### config.mk
export PLATFORM = sky130hd
export DESIGN_NAME = riscv_ifu
export DESIGN_NICKNAME = d
export VERILOG_FILES = /design/src/hw/ifu_pkg.sv /design/src/hw/ifu_fetch_ctrl.sv /design/src/hw/ifu_inst_buffer.sv /design/src/hw/ifu_pc_gen.sv /design/src/hw/riscv_ifu.sv
export VERILOG_INCLUDE_DIRS = /design/src /design/src/hw
export SDC_FILE = /design/constraint.sdc
export NUM_CORES = 1
export LEC_CHECK = 0
export BUFFER_PORTS_ARGS = -buffer_cell sky130_fd_sc_hd__buf_2
export CAP_MARGIN = 10
export CELL_PAD_IN_SITES_DETAIL_PLACEMENT = 0
export CELL_PAD_IN_SITES_GLOBAL_PLACEMENT = 1
export CORE_AREA = 2 2 134 136
export DETAILED_ROUTE_END_ITERATION = 10
export DIE_AREA = 0 0 136 138
export PLACE_DENSITY = 0.67
export REMOVE_ABC_BUFFERS = 1
export SLEW_MARGIN = 30
export SYNTH_ARGS = -nofsm -noshare
export SYNTH_HDL_FRONTEND = slang
export SYNTH_SLANG_ARGS = --single-unit
### constraint.sdc
create_clock -name clk -period 19.68 [get_ports clk]
set_input_delay 3.936 -clock clk [delete_from_list [all_inputs] [get_ports clk]]
set_output_delay 3.936 -clock clk [all_outputs]
set_load 0.005 [all_outputs]
### src/hw/ifu_cfg.svh
`ifndef IFU_CFG_SVH
`define IFU_CFG_SVH

// Machine word, shared by addresses and instructions
`define IFU_XLEN 32

// First fetch address after reset
`define IFU_RESET_PC 32'h0000_0000

// Bytes per sequential fetch
`define IFU_PC_STRIDE 4

`endif

### src/hw/ifu_pkg.sv
`include "ifu_cfg.svh"

package ifu_pkg;

  typedef logic [`IFU_XLEN-1:0] addr_t;  // Instruction address
  typedef logic [`IFU_XLEN-1:0] inst_t;  // Raw instruction word

  // Fetch FSM
  typedef enum logic [1:0] {
    FS_IDLE  = 2'd0,  // Nothing outstanding, nothing held
    FS_FETCH = 2'd1,  // One bus request outstanding
    FS_HOLD  = 2'd2   // Word parked for frozen decode
  } fetch_state_t;

endpackage

### src/hw/ifu_fetch_ctrl.sv
`timescale 1ns/1ps

module ifu_fetch_ctrl (
  input  logic           clk,
  input  logic           rst,

  input  logic           i_alu_vld,
  input  logic           i_alu_br_miss,
  input  logic           i_alu_trap,

  input  logic           i_idu_freeze,

  input  logic           i_instbus_ack,
  input  ifu_pkg::addr_t i_pc,

  output logic           o_instbus_req,
  output ifu_pkg::addr_t o_instbus_addr,

  output logic           o_advance,
  output logic           o_redirect,
  output logic           o_capture,
  output logic           o_deliver
);

  ifu_pkg::fetch_state_t state;
  ifu_pkg::fetch_state_t state_nxt;

  logic discard;      // Outstanding ack belongs to a flushed path
  logic discard_nxt;

  logic redirect;
  logic issue;        // Register a new bus request this edge
  logic capture;
  logic deliver;

  // Branch miss and trap share one target
  assign redirect = i_alu_vld & (i_alu_br_miss | i_alu_trap);

  always_comb begin
    state_nxt   = state;
    discard_nxt = discard;
    issue       = 1'b0;
    capture     = 1'b0;
    deliver     = 1'b0;

    case (state)
      ifu_pkg::FS_IDLE: begin
        // On redirect wait one cycle so i_pc already holds the target
        if (!redirect) begin
          issue     = 1'b1;
          state_nxt = ifu_pkg::FS_FETCH;
        end
      end

      ifu_pkg::FS_FETCH: begin
        if (redirect) begin
          if (i_instbus_ack) begin
            // Ack lands with the flush so nothing is left in flight
            discard_nxt = 1'b0;
            state_nxt   = ifu_pkg::FS_IDLE;
          end else begin
            discard_nxt = 1'b1;
          end
        end else if (i_instbus_ack) begin
          if (discard) begin
            // Stale word dropped and fetch restarts at the target
            discard_nxt = 1'b0;
            issue       = 1'b1;
          end else if (i_idu_freeze) begin
            capture   = 1'b1;
            state_nxt = ifu_pkg::FS_HOLD;
          end else begin
            capture = 1'b1;
            deliver = 1'b1;
            issue   = 1'b1;  // Back to back with delivery
          end
        end
      end

      ifu_pkg::FS_HOLD: begin
        if (redirect) begin
          state_nxt = ifu_pkg::FS_IDLE;  // Held word is thrown away
        end else if (!i_idu_freeze) begin
          deliver   = 1'b1;
          issue     = 1'b1;
          state_nxt = ifu_pkg::FS_FETCH;
        end
      end

      default: begin
        state_nxt   = ifu_pkg::FS_IDLE;
        discard_nxt = 1'b0;
      end
    endcase
  end

  always_ff @(posedge clk) begin
    if (rst) begin
      state         <= ifu_pkg::FS_IDLE;
      discard       <= 1'b0;
      o_instbus_req <= 1'b0;
    end else begin
      state         <= state_nxt;
      discard       <= discard_nxt;
      o_instbus_req <= issue;  // One cycle strobe
    end
  end

  always_ff @(posedge clk) begin
    if (issue) begin
      o_instbus_addr <= i_pc;
    end
  end

  // PC steps past every word that goes out on the bus
  assign o_advance  = issue;
  assign o_redirect = redirect;
  assign o_capture  = capture;
  assign o_deliver  = deliver;

  // The responder may only answer the single outstanding request
  a_ack_only_in_fetch : assert property (
    @(posedge clk) disable iff (rst)
    i_instbus_ack |-> (state == ifu_pkg::FS_FETCH)
  ) else $error("ifu_fetch_ctrl: bus ack with no request outstanding");

  // The bus answers one or more cycles after the request
  a_no_ack_with_req : assert property (
    @(posedge clk) disable iff (rst)
    o_instbus_req |-> !i_instbus_ack
  ) else $error("ifu_fetch_ctrl: bus ack in the same cycle as its request");

endmodule

### src/hw/ifu_inst_buffer.sv
`timescale 1ns/1ps

module ifu_inst_buffer (
  input  logic           clk,
  input  logic           rst,

  input  logic           i_capture,
  input  logic           i_deliver,

  input  ifu_pkg::inst_t i_instbus_data,
  input  ifu_pkg::addr_t i_instbus_addr,

  output logic           o_ifu_vld,
  output ifu_pkg::inst_t o_ifu_inst,
  output ifu_pkg::addr_t o_ifu_inst_pc
);

  // Valid strobe toward decode
  always_ff @(posedge clk) begin
    if (rst) begin
      o_ifu_vld <= 1'b0;
    end else begin
      o_ifu_vld <= i_deliver;
    end
  end

  // Word and its echoed address are kept until the next capture
  always_ff @(posedge clk) begin
    if (i_capture) begin
      o_ifu_inst    <= i_instbus_data;
      o_ifu_inst_pc <= i_instbus_addr;
    end
  end

endmodule

### src/hw/ifu_pc_gen.sv
`timescale 1ns/1ps
`include "ifu_cfg.svh"

module ifu_pc_gen (
  input  logic          clk,
  input  logic          rst,
  input  logic          i_advance,
  input  logic          i_redirect,
  input  ifu_pkg::addr_t i_target,
  output ifu_pkg::addr_t o_pc
);

  ifu_pkg::addr_t pc_q;
  ifu_pkg::addr_t pc_inc;

  assign pc_inc = pc_q + ifu_pkg::addr_t'(`IFU_PC_STRIDE);

  // PC always names the next word to request
  always_ff @(posedge clk) begin
    if (rst) begin
      pc_q <= ifu_pkg::addr_t'(`IFU_RESET_PC);
    end else if (i_redirect) begin
      pc_q <= i_target;  // Branch miss or trap
    end else if (i_advance) begin
      pc_q <= pc_inc;
    end
  end

  assign o_pc = pc_q;

  // The fetch FSM never issues in a redirect cycle, so the target is never
  // overtaken by a sequential step
  a_no_advance_on_redirect : assert property (
    @(posedge clk) disable iff (rst)
    !(i_redirect && i_advance)
  ) else $error("ifu_pc_gen: advance and redirect in the same cycle");

endmodule

### src/hw/riscv_ifu.sv
`timescale 1ns/1ps

module riscv_ifu (
  input  logic           clk,
  input  logic           rst,

  // Execute stage
  input  logic           i_alu_vld,
  input  logic           i_alu_br_miss,
  input  logic           i_alu_trap,
  input  ifu_pkg::addr_t i_alu_pc_next,

  // Decode stage
  input  logic           i_idu_freeze,
  output logic           o_ifu_vld,
  output ifu_pkg::inst_t o_ifu_inst,
  output ifu_pkg::addr_t o_ifu_inst_pc,

  // Instruction bus
  output logic           o_instbus_req,
  output ifu_pkg::addr_t o_instbus_addr,
  input  logic           i_instbus_ack,
  input  ifu_pkg::addr_t i_instbus_addr,
  input  ifu_pkg::inst_t i_instbus_data
);

  ifu_pkg::addr_t pc;
  logic           advance;
  logic           redirect;
  logic           capture;
  logic           deliver;

  ifu_pc_gen pc_gen_i (
    .clk        (clk),
    .rst        (rst),
    .i_advance  (advance),
    .i_redirect (redirect),
    .i_target   (i_alu_pc_next),
    .o_pc       (pc)
  );

  ifu_fetch_ctrl fetch_ctrl_i (
    .clk            (clk),
    .rst            (rst),
    .i_alu_vld      (i_alu_vld),
    .i_alu_br_miss  (i_alu_br_miss),
    .i_alu_trap     (i_alu_trap),
    .i_idu_freeze   (i_idu_freeze),
    .i_instbus_ack  (i_instbus_ack),
    .i_pc           (pc),
    .o_instbus_req  (o_instbus_req),
    .o_instbus_addr (o_instbus_addr),
    .o_advance      (advance),
    .o_redirect     (redirect),
    .o_capture      (capture),
    .o_deliver      (deliver)
  );

  ifu_inst_buffer inst_buffer_i (
    .clk            (clk),
    .rst            (rst),
    .i_capture      (capture),
    .i_deliver      (deliver),
    .i_instbus_data (i_instbus_data),
    .i_instbus_addr (i_instbus_addr),
    .o_ifu_vld      (o_ifu_vld),
    .o_ifu_inst     (o_ifu_inst),
    .o_ifu_inst_pc  (o_ifu_inst_pc)
  );

endmodule

After elaboration in Yosys (flattened, before gate mapping)
Index checks and enable logic that the tools add are counted.
{"block": "totals", "ff_bits": 133, "latchBits": 0, "ram_bits": 0, "romBits": 0, "inputBits": 103, "out_inout_bits": 98, "wordCells": 55, "memories": 0}
{"block": "classes", "n_addsub": 1, "multipliers": 0, "div_mod_pow": 0, "magnitude_cmp": 0, "n_eq_ne": 8, "shifts": 0, "muxes": 30, "n_bitwise": 3, "reduce_logical": 5}
{"op": "32-bit two-way mux", "count": 2}
{"op": "32-bit by 3-bit adder with 32-bit output (second input constant)", "count": 1}
{"op": "1-bit two-way mux", "count": 16}
{"op": "2-bit two-way mux", "count": 8}
{"op": "3-bit by 2-bit != test with 1-bit output (second input constant)", "count": 4}
{"op": "2-bit case mux with 3 select lines", "count": 1}
{"op": "5-bit AND reduction", "count": 1}
{"op": "2-bit != test (second input constant)", "count": 2}
{"op": "1-bit case mux with 2 select lines", "count": 2}
{"op": "1-bit case mux with 3 select lines", "count": 1}
{"op": "2-bit by 1-bit equality test with 1-bit output (second input constant)", "count": 1}
{"op": "2-bit equality test (second input constant)", "count": 1}
{"op": "2-bit logical NOT", "count": 1}
{"op": "2-bit AND reduction", "count": 1}
{"op": "2-bit nonzero test", "count": 1}
{"op": "2-bit OR reduction", "count": 1}
{"op": "1-bit AND", "count": 1}
{"op": "1-bit NOT", "count": 1}
{"op": "1-bit OR", "count": 1}

Depth between registers and ports, before layout
{"block": "logic_depth", "depth_word": 7, "ltp_mapped": 8, "depth_no_buf": 7}

Hierarchy
From an unflattened synthesis, not the netlist that was laid out.
{"block": "hier_totals", "hier_cells": 372, "area_unflattened_um2": 5149.9}
{"mod": "ifu_inst_buffer", "n_inst": 1, "cells_each": 66, "area_per_inst_um2": 1955.6, "seq_area_each_um2": 1941.9}
{"mod": "ifu_pc_gen", "n_inst": 1, "cells_each": 234, "area_per_inst_um2": 1893.1, "seq_area_each_um2": 640.6}
{"mod": "ifu_fetch_ctrl", "n_inst": 1, "cells_each": 72, "area_per_inst_um2": 1301.2, "seq_area_each_um2": 1041.0}

Worst setup path after synthesis
Ideal clock, no wire load.
{"block": "synth_path", "path_type": "input to register", "startpoint": "input i_alu_trap", "endpoint": "register inst_buffer_i.o_ifu_inst[0] (enable)", "setup_ns": 0.567, "t_arrival_ns": 8.770, "required_time_ns": 19.113, "setup_slack_ns": 10.343, "stages": 3, "path_buffers": 1, "cell_sequence": "o21a_1 > clkbuf_1 > nor3_1"}
{"block": "synth_via", "elab_chain_len": 4}
{"element": "start, declared", "line": "riscv_ifu.sv:10", "text": "input logic i_alu_trap,"}
{"element": "1-bit OR", "line": "ifu_fetch_ctrl.sv:37", "text": "assign redirect = i_alu_vld & (i_alu_br_miss | i_alu_trap);"}
{"element": "1-bit AND", "line": "ifu_fetch_ctrl.sv:37"}
{"element": "1-bit two-way mux", "line": "ifu_fetch_ctrl.sv:56", "text": "if (redirect) begin"}
{"element": "1-bit two-way mux", "line": "ifu_fetch_ctrl.sv:46", "text": "case (state)"}
{"element": "via capture", "line": "riscv_ifu.sv:30", "text": "logic capture;"}
{"element": "end signal, assigned", "line": "ifu_inst_buffer.sv:30", "text": "o_ifu_inst <= i_instbus_data;"}
{"element": "end, declared", "line": "ifu_inst_buffer.sv:14", "text": "output ifu_pkg::inst_t o_ifu_inst,"}
The timed path passes the listed nets, and every way through them passes these cells.
A chain may end at the register's enable or synchronous reset.

Worst setup path after layout
{"block": "layout_path", "startpoint": "input i_alu_trap", "endpoint": "register pc_gen_i.pc_q[22] (netlist: pc_gen_i.o_pc[22])"}
{"block": "layout_via", "elab_chain_len": 5, "elab_cells_between_ends": 8, "cone_classes": "mux: 5; bitwise: 2; reduce/logical: 1"}
{"element": "1-bit OR (*)", "line": "ifu_fetch_ctrl.sv:37"}
{"element": "1-bit AND (*)", "line": "ifu_fetch_ctrl.sv:37"}
{"element": "1-bit two-way mux (on tied branches)", "line": "ifu_fetch_ctrl.sv:81, ifu_fetch_ctrl.sv:49, ifu_fetch_ctrl.sv:56"}
{"element": "1-bit case mux with 3 select lines", "line": "ifu_fetch_ctrl.sv:46"}
{"element": "2-bit nonzero test (no line)"}
{"element": "end signal, assigned", "line": "ifu_pc_gen.sv:21", "text": "pc_q <= ifu_pkg::addr_t'(`IFU_RESET_PC);"}
{"element": "end signal, assigned", "line": "ifu_pc_gen.sv:23", "text": "pc_q <= i_target;"}
{"element": "end signal, assigned", "line": "ifu_pc_gen.sv:25", "text": "pc_q <= pc_inc;"}
{"element": "end, declared", "line": "ifu_pc_gen.sv:13", "text": "ifu_pkg::addr_t pc_q;"}
Mark *: on every way between the ends. The rest lies on a longest branch, timed or not.

==> summary.md <==
| Metric | Value |
|---|---|
| RSZ-0062 raised after global routing | no |
| Synth Cell Area | 5110 sq um |
| Final hold slack | 0.4352 ns |
| CTS tree | yes |
| Reg power frac | 0.468 |
| Combinational share of power | 0.098 |
| Netlist cell types | 51 |
| Die ar. | 18770 sq um |
| Final setup viols | 0 |
| EDFF count, synth | 96 |
| Number of H-tree levels | 4 |
| Cts hold-fix bufs | 0 |
| Routed len/inst | 17.17 microns |
| Final Non-Filler Cells | 817 |
| Syn Inst Count | 367 |
| Share of layout cells above drive strength 1 | 0.4235 |
| Critical path peak fanout | 16 |
| GRT Max-Usage Layer | met2 |
| Die Width | 136 microns |
| Clock latency on the worst-skew pair | 0.41 ns |
| Initial antenna violation count | 1 |
| Post-Syn Area per Cell | 13.92 sq um |
| Die height | 138 microns |
| Slew headroom | 0.4742 |
| Pre-antenna DRT Iters | 4 |
| Row cnt | 49 |
| CP Class | input pin to flop |
| Pwr dens | 104.3 nW/um^2 |
| Max Cap Viol | 0 |
| Synth warn | 0 |
| Core Area | 17530 sq um |
| Final GP Congestion | 0.7129 |
| Number of global-route vias before repair | 3801 |
| First-pass GRT wire length | 20.81 mm |
| Pleak | 2.767 nW |
| Commonest cells after routing, fill and taps aside | buf_2, edfxtp_1, dfxtp_1, nor2_1, nand2_1 |
| All-layer global routing usage | 0.1485 |
| Via/cell ratio | 4.685 |
| CP arrival | 6.34 ns |
| Switching power | 0.1796 mW |
| P_int | 0.5477 mW |
| Clk sinks | 133 |
| Sw Ratio | 0.2469 |
| Slew Limit Fails | 0 |
| Worst vdd ir | 58.26 uV |
| Clock share of power | 0.434 |
| Worst EP required | 20.00 ns |
| Dpl cells | 785 |
| Area Overhead vs Synth | 36.41% |
| Crit path launch type | input pin |
| CP max stage delay | 0.64 ns |
| Maximum root-to-sink buffer count | 2 |
| Synth async-reset ratio | 0 |
| Setup tns final | 0 ns |
| Total wire length | 14.03 mm |
| Post-CTS Setup Bufs | 0 |
| Critical Path, Cell by Cell | buf_2, o21a_1, nor2_2, o21ai_1, buf_4, or4_1, a311oi_1 |
| CTS Buf Count | 17 |
| I/O Buffers | 200 |
| Number of fill cells | 1713 |
| F_max | 166.2 MHz |
| Worst clock skew | 0.009004 ns |
| Initial Utilization | 0.2914 |
| GR Layer Usage met1 | 0.1639 |
| Top Ports | 201 |
| Seq/Total Area, Yosys | 0.7091 |
| CTS clk-pin slew, worst paths | 0.06 ns |
| Pwr Total | 0.7273 mW |
| Synth Register Bits | 133 |
| Post-route ant nets | 0 |
| Root Driver | clkbuf_16 |
| Period utilization | 0.3057 |
| Slew @ Worst Pin | 0.7887 ns |
| Layout Nets | 683 |
| Status | completed |
| Most common cell after layout, fill and taps aside | buf_2 |
| Iteration-0 DRC Markers | 143 |
| Inserted Diodes | 0 |
| Cts repair resizes | 0 |
| # DRC | 0 |
| CP Capture Type | flop |
| Worst hold path class | flop to flop |
| Via count | 3828 |
| Largest net degree at the start of global routing | 65 |
| Total grt overflow | 0 |
| Slowest cell on crit path | nor2_2 |
| Crit path time final | 6.016 ns |
| Met2 Use GR | 0.2579 |
| Met3 global-route usage | 0.05317 |
| Fin. Hold Viols | 0 |
| Primary FF master, synth | edfxtp_1 |
| Hpwl dp | 10.30 mm |
-- logic make-up after synthesis --
family                     share of synthesized area
DFF                                           0.7091
and+or+nand+nor                               0.1222
AOI/OAI and AO/OA                             0.1104
buffers and inverters                        0.02154
xor gates and xnor gates                     0.02057
adders and majority gates                    0.01224
muxes                                       0.003918
-- worst paths after layout --
check                                                         from                                        to  slack, ns  cells past startpoint
worst min-delay path                 pc_gen_i.o_pc[0]$_SDFFE_PP0P_  fetch_ctrl_i.o_instbus_addr[0]$_DFFE_PP_       0.44                      0
worst max-delay path                                    i_alu_trap            pc_gen_i.o_pc[22]$_SDFFE_PP0P_      13.66                      7
worst max register to register  fetch_ctrl_i.state[1]$_SDFFE_PP0P_            pc_gen_i.o_pc[22]$_SDFFE_PP0P_      16.95                      8
worst min register to register       pc_gen_i.o_pc[0]$_SDFFE_PP0P_  fetch_ctrl_i.o_instbus_addr[0]$_DFFE_PP_       0.44                      0
-- per-stage QoR --
| stage | instance area (sq um) | worst slack, ns | util |
|---|---|---|---|
| finish | 6970 | 13.66 | 0.3975 |
| floorplan | 5034 | 10.44 | - |
| global placement | 6375 | 13.05 | 0.3636 |
| CTS | 6970 | 13.71 | 0.3975 |
| detailed placement | 6377 | 13.27 | 0.3637 |
| global route | 6970 | 13.49 | 0.3975 |
-- cells in the mapped netlist, types with 3 or more instances --
library cell | instances | area (sq um)
or4_1 | 8 | 60.06
edfxtp_1 | 96 | 2883
o21ai_0 | 8 | 40.04
nor3_1 | 6 | 30.03
clkbuf_1 | 12 | 45.04
inv_1 | 9 | 33.78
ha_1 | 5 | 62.56
nor2_1 | 36 | 135.1
o2111ai_1 | 7 | 61.31
nand3_1 | 8 | 40.04
o211ai_1 | 10 | 75.07
and3_1 | 7 | 43.79
a311oi_1 | 9 | 78.83
dfxtp_1 | 37 | 740.7
o31ai_1 | 6 | 45.04
nand2b_1 | 3 | 18.77
a211oi_1 | 14 | 105.1
or3_1 | 9 | 56.30
nand2_1 | 21 | 78.83
a21oi_1 | 8 | 40.04
xor2_1 | 10 | 87.58
-- power by group through the flow --
stage / Clock [mW] / Sequential, mW / Combinational (mW)
floorplan: 0 / 0.347 / 0.0286
global placement: 0 / 0.346 / 0.0713
detailed placement: 0 / 0.347 / 0.0730
CTS: 0.324 / 0.341 / 0.0733
global route: 0.338 / 0.343 / 0.0796
finish: 0.315 / 0.340 / 0.0715
-- flip-flops by register name, indices dropped and copies added (netlist names) --
register and count:
pc_gen_i.o_pc 32, fetch_ctrl_i.discard 1, inst_buffer_i.o_ifu_inst_pc 32, inst_buffer_i.o_ifu_vld 1
inst_buffer_i.o_ifu_inst 32, fetch_ctrl_i.o_instbus_req 1, fetch_ctrl_i.o_instbus_addr 32, fetch_ctrl_i.state 2
-- critical path, delay by kind of cell --
family | cells | cell delay (ns)
simple gates | 2 | 1.15
buf+inv | 2 | 0.37
compound gates | 3 | 0.87
-- area by class of cell --
class                           count  area, sq um  share of cell area
Sequential cell                   133         3623              0.5198
Timing Repair Buffer              205         1039              0.1490
Clock buffer                       18        429.2             0.06157
Tap cell                          229        286.5             0.04111
Inverter                            9        33.78            0.004847
Multi-Input combinational cell    209         1395              0.2001
Clock inverter                     14        163.9             0.02351
-- layer usage --
layer / vias up / wire length (microns)
met5: - / 13
met4: 2 / 348
met3: 26 / 1180
met2: 166 / 6887
met1: 1791 / 5599
li1: 1843 / -
Note: power is estimated with default switching activity, not from simulation.
